$ cat src/softmax_pkg.sv
package softmax_pkg;

  localparam int ELEM_W = 16;
  localparam int NUM_LANES = 8;
  localparam int ADDR_W = 16;

  // longest run in vectors
  localparam int MAX_VECTORS = 256;

  // lane tree adds log2(lanes) bits, the running sum adds log2(count + 1)
  localparam int SUM_W = ELEM_W + $clog2(NUM_LANES) + $clog2(MAX_VECTORS + 1);

  typedef logic signed [ELEM_W-1:0] elem_t;

  // lane 0 sits in the low bits
  typedef elem_t [NUM_LANES-1:0] vec_t;

  typedef logic signed [SUM_W-1:0] sum_t;

  typedef logic [ADDR_W-1:0] addr_t;

  // identity for max, floor for the saturating subtract
  localparam elem_t ELEM_MIN = {1'b1, {(ELEM_W-1){1'b0}}};

  typedef enum logic {
    REDUCE_MAX,
    REDUCE_SUM
  } reduce_op_e;

endpackage

$ cat src/lane_reduce_tree.sv
`timescale 1ns/1ps

module lane_reduce_tree #(
  parameter type                     in_t  = softmax_pkg::elem_t,
  parameter type                     acc_t = softmax_pkg::elem_t,
  parameter softmax_pkg::reduce_op_e OP    = softmax_pkg::REDUCE_MAX
) (
  input  logic                              clk,
  input  logic                              reset,
  input  logic                              clear,
  input  logic                              in_valid,
  input  in_t [softmax_pkg::NUM_LANES-1:0]  in_lanes,
  output acc_t                              result,
  output logic                              busy
);

  acc_t [softmax_pkg::NUM_LANES-1:0]   wide;
  acc_t [softmax_pkg::NUM_LANES/2-1:0] s1_q;
  acc_t [softmax_pkg::NUM_LANES/4-1:0] s2_q;
  acc_t                                s3_q;
  logic                                s1_v;
  logic                                s2_v;
  logic                                s3_v;
  acc_t                                identity;

  function automatic acc_t combine(acc_t a, acc_t b);
    if (OP == softmax_pkg::REDUCE_MAX) begin
      return (a > b) ? a : b;
    end
    return a + b;
  endfunction

  // sign extend each lane up to the accumulator width
  for (genvar i = 0; i < softmax_pkg::NUM_LANES; i++) begin : g_widen
    assign wide[i] = acc_t'(in_lanes[i]);
  end

  assign identity = (OP == softmax_pkg::REDUCE_MAX) ?
                    acc_t'(softmax_pkg::ELEM_MIN) : acc_t'(0);

  // pairwise levels, eight to four to two to one
  always_ff @(posedge clk) begin
    if (in_valid) begin
      for (int i = 0; i < softmax_pkg::NUM_LANES/2; i++) begin
        s1_q[i] <= combine(wide[2*i], wide[2*i+1]);
      end
    end
    if (s1_v) begin
      for (int i = 0; i < softmax_pkg::NUM_LANES/4; i++) begin
        s2_q[i] <= combine(s1_q[2*i], s1_q[2*i+1]);
      end
    end
    if (s2_v) begin
      s3_q <= combine(s2_q[0], s2_q[1]);
    end
  end

  always_ff @(posedge clk) begin
    if (reset) begin
      s1_v <= 1'b0;
      s2_v <= 1'b0;
      s3_v <= 1'b0;
      result <= '0;
    end else begin
      s1_v <= in_valid;
      s2_v <= s1_v;
      s3_v <= s2_v;
      if (clear) begin
        result <= identity;
      end else if (s3_v) begin
        result <= combine(result, s3_q);
      end
    end
  end

  assign busy = s1_v | s2_v | s3_v;

  // a new run only starts once the previous one has fully drained
  a_clear_when_empty: assert property (@(posedge clk) disable iff (reset)
    clear |-> !in_valid && !busy);

endmodule

$ cat src/lane_subtract.sv
`timescale 1ns/1ps

module lane_subtract (
  input  logic               clk,
  input  logic               reset,
  input  logic               in_valid,
  input  softmax_pkg::vec_t  in_vec,
  input  softmax_pkg::elem_t max_val,
  output logic               diff_valid,
  output softmax_pkg::vec_t  diff,
  output logic               busy
);

  logic [softmax_pkg::NUM_LANES-1:0][softmax_pkg::ELEM_W:0] full;
  softmax_pkg::vec_t                                        diff_next;

  // one extra bit holds the exact difference
  always_comb begin
    for (int i = 0; i < softmax_pkg::NUM_LANES; i++) begin
      full[i] = {in_vec[i][softmax_pkg::ELEM_W-1], in_vec[i]} -
                {max_val[softmax_pkg::ELEM_W-1], max_val};
      if (full[i][softmax_pkg::ELEM_W] && !full[i][softmax_pkg::ELEM_W-1]) begin
        diff_next[i] = softmax_pkg::ELEM_MIN;
      end else begin
        diff_next[i] = full[i][softmax_pkg::ELEM_W-1:0];
      end
    end
  end

  always_ff @(posedge clk) begin
    if (in_valid) begin
      diff <= diff_next;
    end
  end

  always_ff @(posedge clk) begin
    if (reset) begin
      diff_valid <= 1'b0;
    end else begin
      diff_valid <= in_valid;
    end
  end

  assign busy = diff_valid;

  // max_val comes from the finished pass-1 tree, so nothing exceeds it
  for (genvar g = 0; g < softmax_pkg::NUM_LANES; g++) begin : g_chk
    a_diff_not_positive: assert property (@(posedge clk) disable iff (reset)
      diff_valid |-> diff[g] <= 0);
  end

endmodule

$ cat src/softmax_front.sv
`timescale 1ns/1ps

module softmax_front (
  input  logic               clk,
  input  logic               reset,
  input  logic               start,
  input  softmax_pkg::addr_t start_addr,
  input  softmax_pkg::addr_t end_addr,
  input  softmax_pkg::vec_t  rd_data,
  output logic               rd_en,
  output softmax_pkg::addr_t rd_addr,
  output logic               out_valid,
  output softmax_pkg::vec_t  out_data,
  output softmax_pkg::elem_t max_out,
  output softmax_pkg::sum_t  sum_out,
  output logic               done
);

  logic clear;
  logic max_in_valid;
  logic sub_in_valid;
  logic max_busy;
  logic sub_busy;
  logic sum_busy;

  sweep_ctrl ctrl (
    .clk          (clk),
    .reset        (reset),
    .start        (start),
    .start_addr   (start_addr),
    .end_addr     (end_addr),
    .max_busy     (max_busy),
    .sub_busy     (sub_busy),
    .sum_busy     (sum_busy),
    .rd_en        (rd_en),
    .rd_addr      (rd_addr),
    .clear        (clear),
    .max_in_valid (max_in_valid),
    .sub_in_valid (sub_in_valid),
    .done         (done)
  );

  // pass 1 reduces memory vectors to the running max
  lane_reduce_tree #(
    .in_t  (softmax_pkg::elem_t),
    .acc_t (softmax_pkg::elem_t),
    .OP    (softmax_pkg::REDUCE_MAX)
  ) max_tree (
    .clk      (clk),
    .reset    (reset),
    .clear    (clear),
    .in_valid (max_in_valid),
    .in_lanes (rd_data),
    .result   (max_out),
    .busy     (max_busy)
  );

  lane_subtract sub (
    .clk        (clk),
    .reset      (reset),
    .in_valid   (sub_in_valid),
    .in_vec     (rd_data),
    .max_val    (max_out),
    .diff_valid (out_valid),
    .diff       (out_data),
    .busy       (sub_busy)
  );

  // the streamed differences also feed the sum
  lane_reduce_tree #(
    .in_t  (softmax_pkg::elem_t),
    .acc_t (softmax_pkg::sum_t),
    .OP    (softmax_pkg::REDUCE_SUM)
  ) sum_tree (
    .clk      (clk),
    .reset    (reset),
    .clear    (clear),
    .in_valid (out_valid),
    .in_lanes (out_data),
    .result   (sum_out),
    .busy     (sum_busy)
  );

endmodule

$ cat src/sweep_ctrl.sv
`timescale 1ns/1ps

module sweep_ctrl (
  input  logic               clk,
  input  logic               reset,
  input  logic               start,
  input  softmax_pkg::addr_t start_addr,
  input  softmax_pkg::addr_t end_addr,
  input  logic               max_busy,
  input  logic               sub_busy,
  input  logic               sum_busy,
  output logic               rd_en,
  output softmax_pkg::addr_t rd_addr,
  output logic               clear,
  output logic               max_in_valid,
  output logic               sub_in_valid,
  output logic               done
);

  typedef enum logic [2:0] {
    IDLE,
    PASS1,
    DRAIN1,
    PASS2,
    DRAIN2
  } state_e;

  state_e             state;
  softmax_pkg::addr_t lo_q;
  softmax_pkg::addr_t hi_q;
  logic               rd_en_q;
  logic               pass2_q;
  logic               last_addr;
  logic               drain1_done;
  logic               drain2_done;

  assign clear = (state == IDLE) && start;
  assign rd_en = (state == PASS1) || (state == PASS2);
  assign last_addr = (rd_addr == hi_q);

  // memory answers one cycle after rd_en
  assign max_in_valid = rd_en_q && !pass2_q;
  assign sub_in_valid = rd_en_q && pass2_q;

  // last vector must have left the subtractor and both trees
  assign drain1_done = !max_in_valid && !max_busy;
  assign drain2_done = !sub_in_valid && !sub_busy && !sum_busy;

  always_ff @(posedge clk) begin
    if (clear) begin
      lo_q <= start_addr;
      hi_q <= end_addr;
    end
  end

  always_ff @(posedge clk) begin
    if (reset) begin
      state <= IDLE;
      rd_addr <= '0;
      rd_en_q <= 1'b0;
      pass2_q <= 1'b0;
      done <= 1'b0;
    end else begin
      rd_en_q <= rd_en;
      pass2_q <= (state == PASS2);
      done <= 1'b0;
      case (state)
        IDLE: begin
          if (start) begin
            rd_addr <= start_addr;
            state <= PASS1;
          end
        end
        PASS1: begin
          if (last_addr) begin
            state <= DRAIN1;
          end else begin
            rd_addr <= rd_addr + 1'b1;
          end
        end
        DRAIN1: begin
          // max is final here, sweep again from the first vector
          if (drain1_done) begin
            rd_addr <= lo_q;
            state <= PASS2;
          end
        end
        PASS2: begin
          if (last_addr) begin
            state <= DRAIN2;
          end else begin
            rd_addr <= rd_addr + 1'b1;
          end
        end
        DRAIN2: begin
          if (drain2_done) begin
            done <= 1'b1;
            state <= IDLE;
          end
        end
        default: begin
          state <= IDLE;
        end
      endcase
    end
  end

  a_addr_in_range: assert property (@(posedge clk) disable iff (reset)
    rd_en |-> (rd_addr >= lo_q) && (rd_addr <= hi_q));

  a_done_pulse: assert property (@(posedge clk) disable iff (reset)
    done |=> !done);

endmodule

$ cat config.mk
export PLATFORM = sky130hd
export DESIGN_NAME = softmax_front
export DESIGN_NICKNAME = d
export VERILOG_FILES = /design/src/softmax_pkg.sv /design/src/lane_reduce_tree.sv /design/src/lane_subtract.sv /design/src/softmax_front.sv /design/src/sweep_ctrl.sv
export SDC_FILE = /design/constraint.sdc
export NUM_CORES = 1
export LEC_CHECK = 0
export ABC_AREA = 1
export BUFFER_PORTS_ARGS = -buffer_cell sky130_fd_sc_hd__buf_4
export CORE_UTILIZATION = 30
export CTS_CLUSTER_DIAMETER = 80
export CTS_CLUSTER_SIZE = 20
export DETAILED_ROUTE_END_ITERATION = 10
export SLEW_MARGIN = 20
export SYNTH_ARGS = -nofsm -noshare
export SYNTH_HDL_FRONTEND = slang
export SYNTH_SLANG_ARGS = --single-unit
$ cat constraint.sdc
create_clock -name clk -period 4.4 [get_ports clk]
set_input_delay 1.32 -clock clk [delete_from_list [all_inputs] [get_ports clk]]
set_output_delay 1.32 -clock clk [all_outputs]
set_load 0.03 [all_outputs]
==> Yosys cells after proc, flatten, opt, wreduce, memory -nomap -nowiden <==
Cells that the tools add are included.
{ "word_totals": {"reg_bits": 541, "inputBits": 163, "output_inout_bits": 191, "wordCells": 164} }
{ "op_classes": {"add_sub_neg": 25, "order_cmp": 8, "eq_ne": 13, "mux": 35, "bitwise_logic": 5, "n_reduce_logical": 39} }
{ "op_table": {"columns": ["cell", "n"], "rows": [
  ["2-to-1 mux 16 bit", 21],
  ["subtractor 16 x 16 -> 17 bit", 8],
  ["adder 16 bit", 8],
  ["> comparator 16 bit", 8],
  ["adder 28 bit", 4],
  ["adder 16 x 16 -> 17 bit", 4],
  ["case mux 16 bit (3 select lines)", 1],
  ["adder 16 x 1 -> 16 bit, second input constant", 1],
  ["== test 16 bit", 1],
  ["2-to-1 mux 3 bit", 5],
  ["case mux 3 bit (5 select lines)", 1],
  ["logical AND 1 bit", 14],
  ["zero test 1 bit", 14],
  ["!= test 2 x 1 -> 1 bit, second input constant", 4],
  ["2-to-1 mux 1 bit", 7],
  ["== test 3 x 2 -> 1 bit, second input constant", 2],
  ["!= test 2 bit, second input constant", 3],
  ["OR reduction 2 bit", 3],
  ["AND reduction 5 bit", 1],
  ["bitwise OR 1 bit", 4],
  ["AND reduction 2 bit", 2],
  ["AND reduction 4 bit", 1],
  ["== test 3 x 1 -> 1 bit, second input constant", 1],
  ["== test 3 bit, second input constant", 1],
  ["other kinds (6)", 6]
]} }

==> Logic depth before layout (Yosys ltp) <==
{ "depth": {"ltp_word": 7, "mapped_depth": 19, "ltp_nobuf": 18} }

==> Modules after synthesis <==
From an unflattened synthesis, not the netlist that was laid out.
{ "hier_totals": {"hier_cells": 5251, "area_unflattened_um2": 40020.9} }
{ "by_module_without_submodules": {"columns": ["module", "instances", "cells_per_inst", "area_each_um2", "seq_area_each_um2"], "rows": [
  ["lane_reduce_tree (sum_tree)", 1, 1786, 14091.0, 5185.0],
  ["lane_subtract", 1, 1993, 13845.8, 3863.7],
  ["lane_reduce_tree (max_tree)", 1, 1094, 9241.4, 3743.6],
  ["sweep_ctrl", 1, 378, 2842.7, 1401.3]
]} }

==> Worst setup path after synthesis <==
Ideal clock, no wire load.
{ "synth_timing": {"path_kind": "reg2reg", "startpoint": "register ctrl.rd_en_q", "endpoint": "register ctrl.rd_addr[11]", "arrival_ns": 3.904, "slack_ns": 0.378, "path_stages_with_launch": 11, "path_buffers": 1, "synth_period_minus_slack_ns": 4.022, "path_cell_list": "dfxtp_1 inv_1 nor2_1 o41ai_1 nand2_1 inv_2 nand2_4 inv_4 buf_6 o21ai_1 nor2_1"} }
{ "synth_between": {"elab_chain_len": 5} }
{ "synth_lines": {"columns": ["item", "line", "text"], "rows": [
  ["start, declared", "sweep_ctrl.sv:31", "logic rd_en_q;"],
  ["start signal, assigned", "sweep_ctrl.sv:64", "rd_en_q <= rd_en;"],
  ["logical AND 1 bit", "sweep_ctrl.sv:42", "assign max_in_valid = rd_en_q && !pass2_q;"],
  ["named net ctrl.max_in_valid", "sweep_ctrl.sv:15", "output logic max_in_valid,"],
  ["zero test 1 bit", "sweep_ctrl.sv:46", "assign drain1_done = !max_in_valid && !max_busy;"],
  ["logical AND 1 bit", "sweep_ctrl.sv:46", null],
  ["!= test 2 x 1 -> 1 bit (no source line)", null, null],
  ["AND reduction 4 bit (no source line)", null, null],
  ["end signal, assigned", "sweep_ctrl.sv:70", "rd_addr <= start_addr;"],
  ["end signal, assigned", "sweep_ctrl.sv:78", "rd_addr <= rd_addr + 1'b1;"],
  ["end signal, assigned", "sweep_ctrl.sv:84", "rd_addr <= lo_q;"],
  ["end, declared", "sweep_ctrl.sv:13", "output softmax_pkg::addr_t rd_addr,"]
]} }
The timed path passes the listed nets, and every way through them passes these cells.
A chain may end at the register's enable or synchronous reset.

==> Final worst setup path <==
{ "layout_timing": {"startpoint": "register max_tree.result[0] in the netlist's numbering", "endpoint": "output port max_out[0]"} }
{ "layout_rtl": {"columns": ["item", "line", "text"], "rows": [
  ["start, declared", "lane_reduce_tree.sv:13", "output acc_t result,"],
  ["start signal, assigned", "lane_reduce_tree.sv:69", "result <= identity;"],
  ["start signal, assigned", "lane_reduce_tree.sv:71", "result <= combine(result, s3_q);"],
  ["end, declared", "softmax_front.sv:14", "output softmax_pkg::elem_t max_out,"]
]} }
No word-level cell between the ends.

==> results.py <==
metrics = {
    "status": {
        "run_status": "finished, final reports clean",
    },
    "timing": {
        "final_setup_viols": 0,
        "worst_clock_skew_ns": 0.0363,
        "max_clock_freq_ghz": 0.293,
        "min_period_ns": 3.42,
        "tightest_pin_transition_ns": 1.06,
        "unrepaired_setup_endpoints_after_global_routing": "no",
        "min_period_over_period": 0.777,
        "timing_hold_violations_final": 0,
        "max_slew_margin": 0.290,
        "totalNegativeSetupSlack_ns": 0,
        "timing.final.max_slew_violations": 0,
    },
    "detailed_routing": {
        "avgRoutedWirePerCell_um": 19.9,
        "antenna_left": 0,
        "drt_pass1_iterations": 5,
        "drc": 0,
        "total_number_of_vias": 30000,
        "detail_route.vias_per_cell": 4.96,
        "postRouteWirelength_um": 120000,
        "drt-initial-drc-count": 2357,
    },
    "synth": {
        "synth-edff-count": 424,
        "ys.flop_type": "sky130_fd_sc_hd__edfxtp_1",
        "synthesis.instances": 4132,
        "share_of_synthesized_area_occupied_by_flip_flops_and_latches": 0.400,
        "synthesis.nets": 4720,
        "ys_ff_latch": 497,
        "synth.yosys.warnings": 0,
        "syn-mean-instance-area_um2": 8.59,
        "yosysUniqueCellTypes": 62,
        "mappedNetlistArea_um2": 35500,
        "synthArstFlopShare": 0,
    },
    "clock_network": {
        "clk_pin_slew_ns": 0.08,
        "htreeDepth": 2,
        "ctsResizeCount": 0,
        "cts_tree": "done",
        "cts_root_buf": "sky130_fd_sc_hd__clkbuf_16",
        "max-clock-path-buffers": 3,
        "clock_sinks": 497,
        "cts_hold_repair.buffers": 0,
        "tritoncts.num_buffers": 40,
        "clk_latency_ns": 0.63,
        "post_cts_setup_buffer_count": 0,
    },
    "place": {
        "post_placement_cell_count": 5968,
        "numPortBuffers": 353,
        "dp.final_hpwl_um": 97400,
        "gp_routability_congestion": 0.961,
    },
    "final_layout": {
        "final_core_util": 0.354,
        "nNetsFinal": 5074,
        "final_layout_size_suffix_gt1_frac": 0.113,
        "post_layout_nonfiller_instances": 6041,
        "layout_common_cells": "sky130_fd_sc_hd__nand2_1 (849), sky130_fd_sc_hd__inv_1 (476), sky130_fd_sc_hd__edfxtp_1 (424)",
        "flow.area_growth_from_synthesis_pct": 16.3,
        "final.fill_count": 12000,
        "mostFrequentLayoutCell": "sky130_fd_sc_hd__nand2_1",
    },
    "die": {
        "die_h_um": 346,
        "dieArea_um2": 120000,
        "initial_standard_cell_utilization_of_the_core": 0.304,
        "standard_cell_row_count": 125,
        "io_pins": 354,
        "floorplan.core_area_um2": 117000,
        "die_w_um": 346,
    },
    "grt": {
        "grt_antenna_before_repair": 11,
        "grt-ovfl-total": 0,
        "grt_max_degree": 75,
        "most_used_routing_layer": "met2",
        "grtUsageTotal": 0.195,
        "grt_pass1_wl_um": 178000,
        "use_met1": 0.258,
        "grt.met3_usage": 0.0315,
        "vias_in_the_first_global_route": 29000,
        "global_route_met2_utilization": 0.318,
    },
    "hold_path": {
        "min_delay_startpoint": "sum_tree.result[0]",
        "worst_hold_path_type": "reg2reg",
        "hold-path-endpoint": "sum_tree.result[0]",
        "cell_depth_of_the_worst_min_delay_path": 2,
    },
    "worst_setup_path": {
        "setup.worst_path.start_class": "flop",
        "r2r-end": "sub.diff[73]",
        "cp.arrival_ns": 2.10,
        "worst-r2r-setup-slack_ns": 1.09,
        "timing.critical_path.to_type": "output pin",
        "worstPathRequired_ns": 3.08,
        "worst_path_class_setup": "reg2out",
        "worstRegToRegCells": 13,
        "reg2reg_from": "max_tree.result[0]",
        "critical_path.max_fanout": 9,
    },
    "power": {
        "worst_ir_drop_vdd_mv": 0.255,
        "final_power_mw": 11.7,
        "share_seq_of_total_power": 0.470,
        "leakage_nw": 18.5,
        "clock_power_share": 0.328,
        "comb_power_share": 0.202,
        "cellPowerDensity_nw_per_um2": 284,
        "power.switching_fraction": 0.312,
        "power.switching_mw": 3.66,
        "int_power_mw": 8.06,
    },
    "run": {
        "drv_cap": 0,
    },
}
-- final cells by class --
type / count / area [um2] / area share
multi-input combinational: 3081 / 19100 / 0.463
timing repair buffer: 381 / 2870 / 0.0696
clock buffer: 45 / 1040 / 0.0252
antenna: 5 / 12.5 / 0.000303
inverter: 485 / 1830 / 0.0442
sequential: 497 / 14200 / 0.344
tap: 1524 / 1910 / 0.0462
clock inverter: 23 / 282 / 0.00682
-- per-layer routing --
metal  wire length, um  vias up  part of all wire
li1                  -    14900                 -
met1             53600    14000              0.45
met2             54600      853              0.46
met3              7090      202             0.059
met4              4650       12             0.039
met5                76        -           0.00063
-- worst max-delay path: stages (launching register included) --
cell,delay [ns]
sky130_fd_sc_hd__dfxtp_1,1.03
sky130_fd_sc_hd__buf_4,0.27
sky130_fd_sc_hd__buf_4,0.16
-- stage by stage --
stage / instance area, um2 / hold slack (ns) / worst slack, ns
after floorplan: 35500 / 0.421 / 0.378
final: 41300 / 0.504 / 0.982
after global routing: 41300 / 0.531 / 0.878
after global placement: 39900 / 0.472 / 0.614
after detailed placement: 39900 / 0.486 / 0.581
after CTS: 41200 / 0.499 / 0.913
-- power groups by stage --
stage	clock network (mW)	registers (mW)	logic, mW
detailed placement	0	5.61	2.34
global placement	0	5.61	2.32
floorplan	0	5.63	1.51
CTS	3.96	5.51	2.35
finish	3.85	5.50	2.36
global route	4.09	5.52	2.64
-- synth_stat cells (9+ instances only) --
master | count | area share
sky130_fd_sc_hd__buf_2 | 22 | 0.0031
sky130_fd_sc_hd__o21ai_0 | 232 | 0.033
sky130_fd_sc_hd__clkbuf_1 | 31 | 0.0033
sky130_fd_sc_hd__nand3_1 | 167 | 0.024
sky130_fd_sc_hd__o21ai_2 | 9 | 0.0022
sky130_fd_sc_hd__fa_1 | 16 | 0.0090
sky130_fd_sc_hd__nand4_1 | 110 | 0.019
sky130_fd_sc_hd__inv_1 | 477 | 0.050
sky130_fd_sc_hd__ha_1 | 409 | 0.14
sky130_fd_sc_hd__nand3b_1 | 20 | 0.0042
sky130_fd_sc_hd__a31oi_1 | 15 | 0.0026
sky130_fd_sc_hd__edfxtp_1 | 424 | 0.36
sky130_fd_sc_hd__o21a_1 | 20 | 0.0042
sky130_fd_sc_hd__xnor2_1 | 78 | 0.019
sky130_fd_sc_hd__a21boi_1 | 15 | 0.0032
sky130_fd_sc_hd__xor2_1 | 163 | 0.040
sky130_fd_sc_hd__a21oi_2 | 10 | 0.0025
sky130_fd_sc_hd__o21bai_1 | 24 | 0.0051
sky130_fd_sc_hd__a21oi_1 | 352 | 0.050
sky130_fd_sc_hd__a21boi_0 | 33 | 0.0070
sky130_fd_sc_hd__nor3_1 | 64 | 0.0090
sky130_fd_sc_hd__a211oi_1 | 10 | 0.0021
sky130_fd_sc_hd__nand2_1 | 849 | 0.090
sky130_fd_sc_hd__o21ai_1 | 19 | 0.0027
sky130_fd_sc_hd__and2_1 | 13 | 0.0023
sky130_fd_sc_hd__a21o_1 | 38 | 0.0080
sky130_fd_sc_hd__nor2_1 | 341 | 0.036
sky130_fd_sc_hd__dfxtp_1 | 73 | 0.041
-- how the worst max path moves through the flow --
| stage | slack [ns] | to | startpoint | cells after the start |
|---|---|---|---|---|
| 3_3_place_gp | 0.61 | sub.diff[60] | rd_data[48] | 17 |
| 2_1_floorplan | 0.38 | ctrl.rd_addr[11] | ctrl.rd_en_q | 10 |
| 4_1_cts | 0.91 | max_out[0] | max_tree.result[0] | 2 |
| 6_report | 0.98 | max_out[0] | max_tree.result[0] | 2 |
| 3_5_place_dp | 0.58 | sub.diff[125] | rd_data[112] | 12 |
| 5_1_grt | 0.88 | sub.diff[73] | max_tree.result[0] | 13 |
-- flip-flops by register name (all words and copies together), names as in the netlist, 3 cells and up --
register,cells
sub.diff,128
sum_tree.s1_q,68
max_tree.s1_q,64
sum_tree.s2_q,56
max_tree.s2_q,32
sum_tree.result,28
sum_tree.s3_q,28
ctrl.hi_q,16
ctrl.lo_q,16
ctrl.rd_addr,16
max_tree.result,16
max_tree.s3_q,16
ctrl.state,3
-- cell families after synthesis --
family                     after synthesis  share of synthesized area
and+or+nand+nor                       1597                      0.192
AOI/OAI and AO/OA                      815                      0.132
buffers and inverters                  554                     0.0615
DFF                                    497                      0.400
adders and majority gates              425                      0.153
xor gates and xnor gates               244                     0.0609
Power figures use the tool's default switching activity.
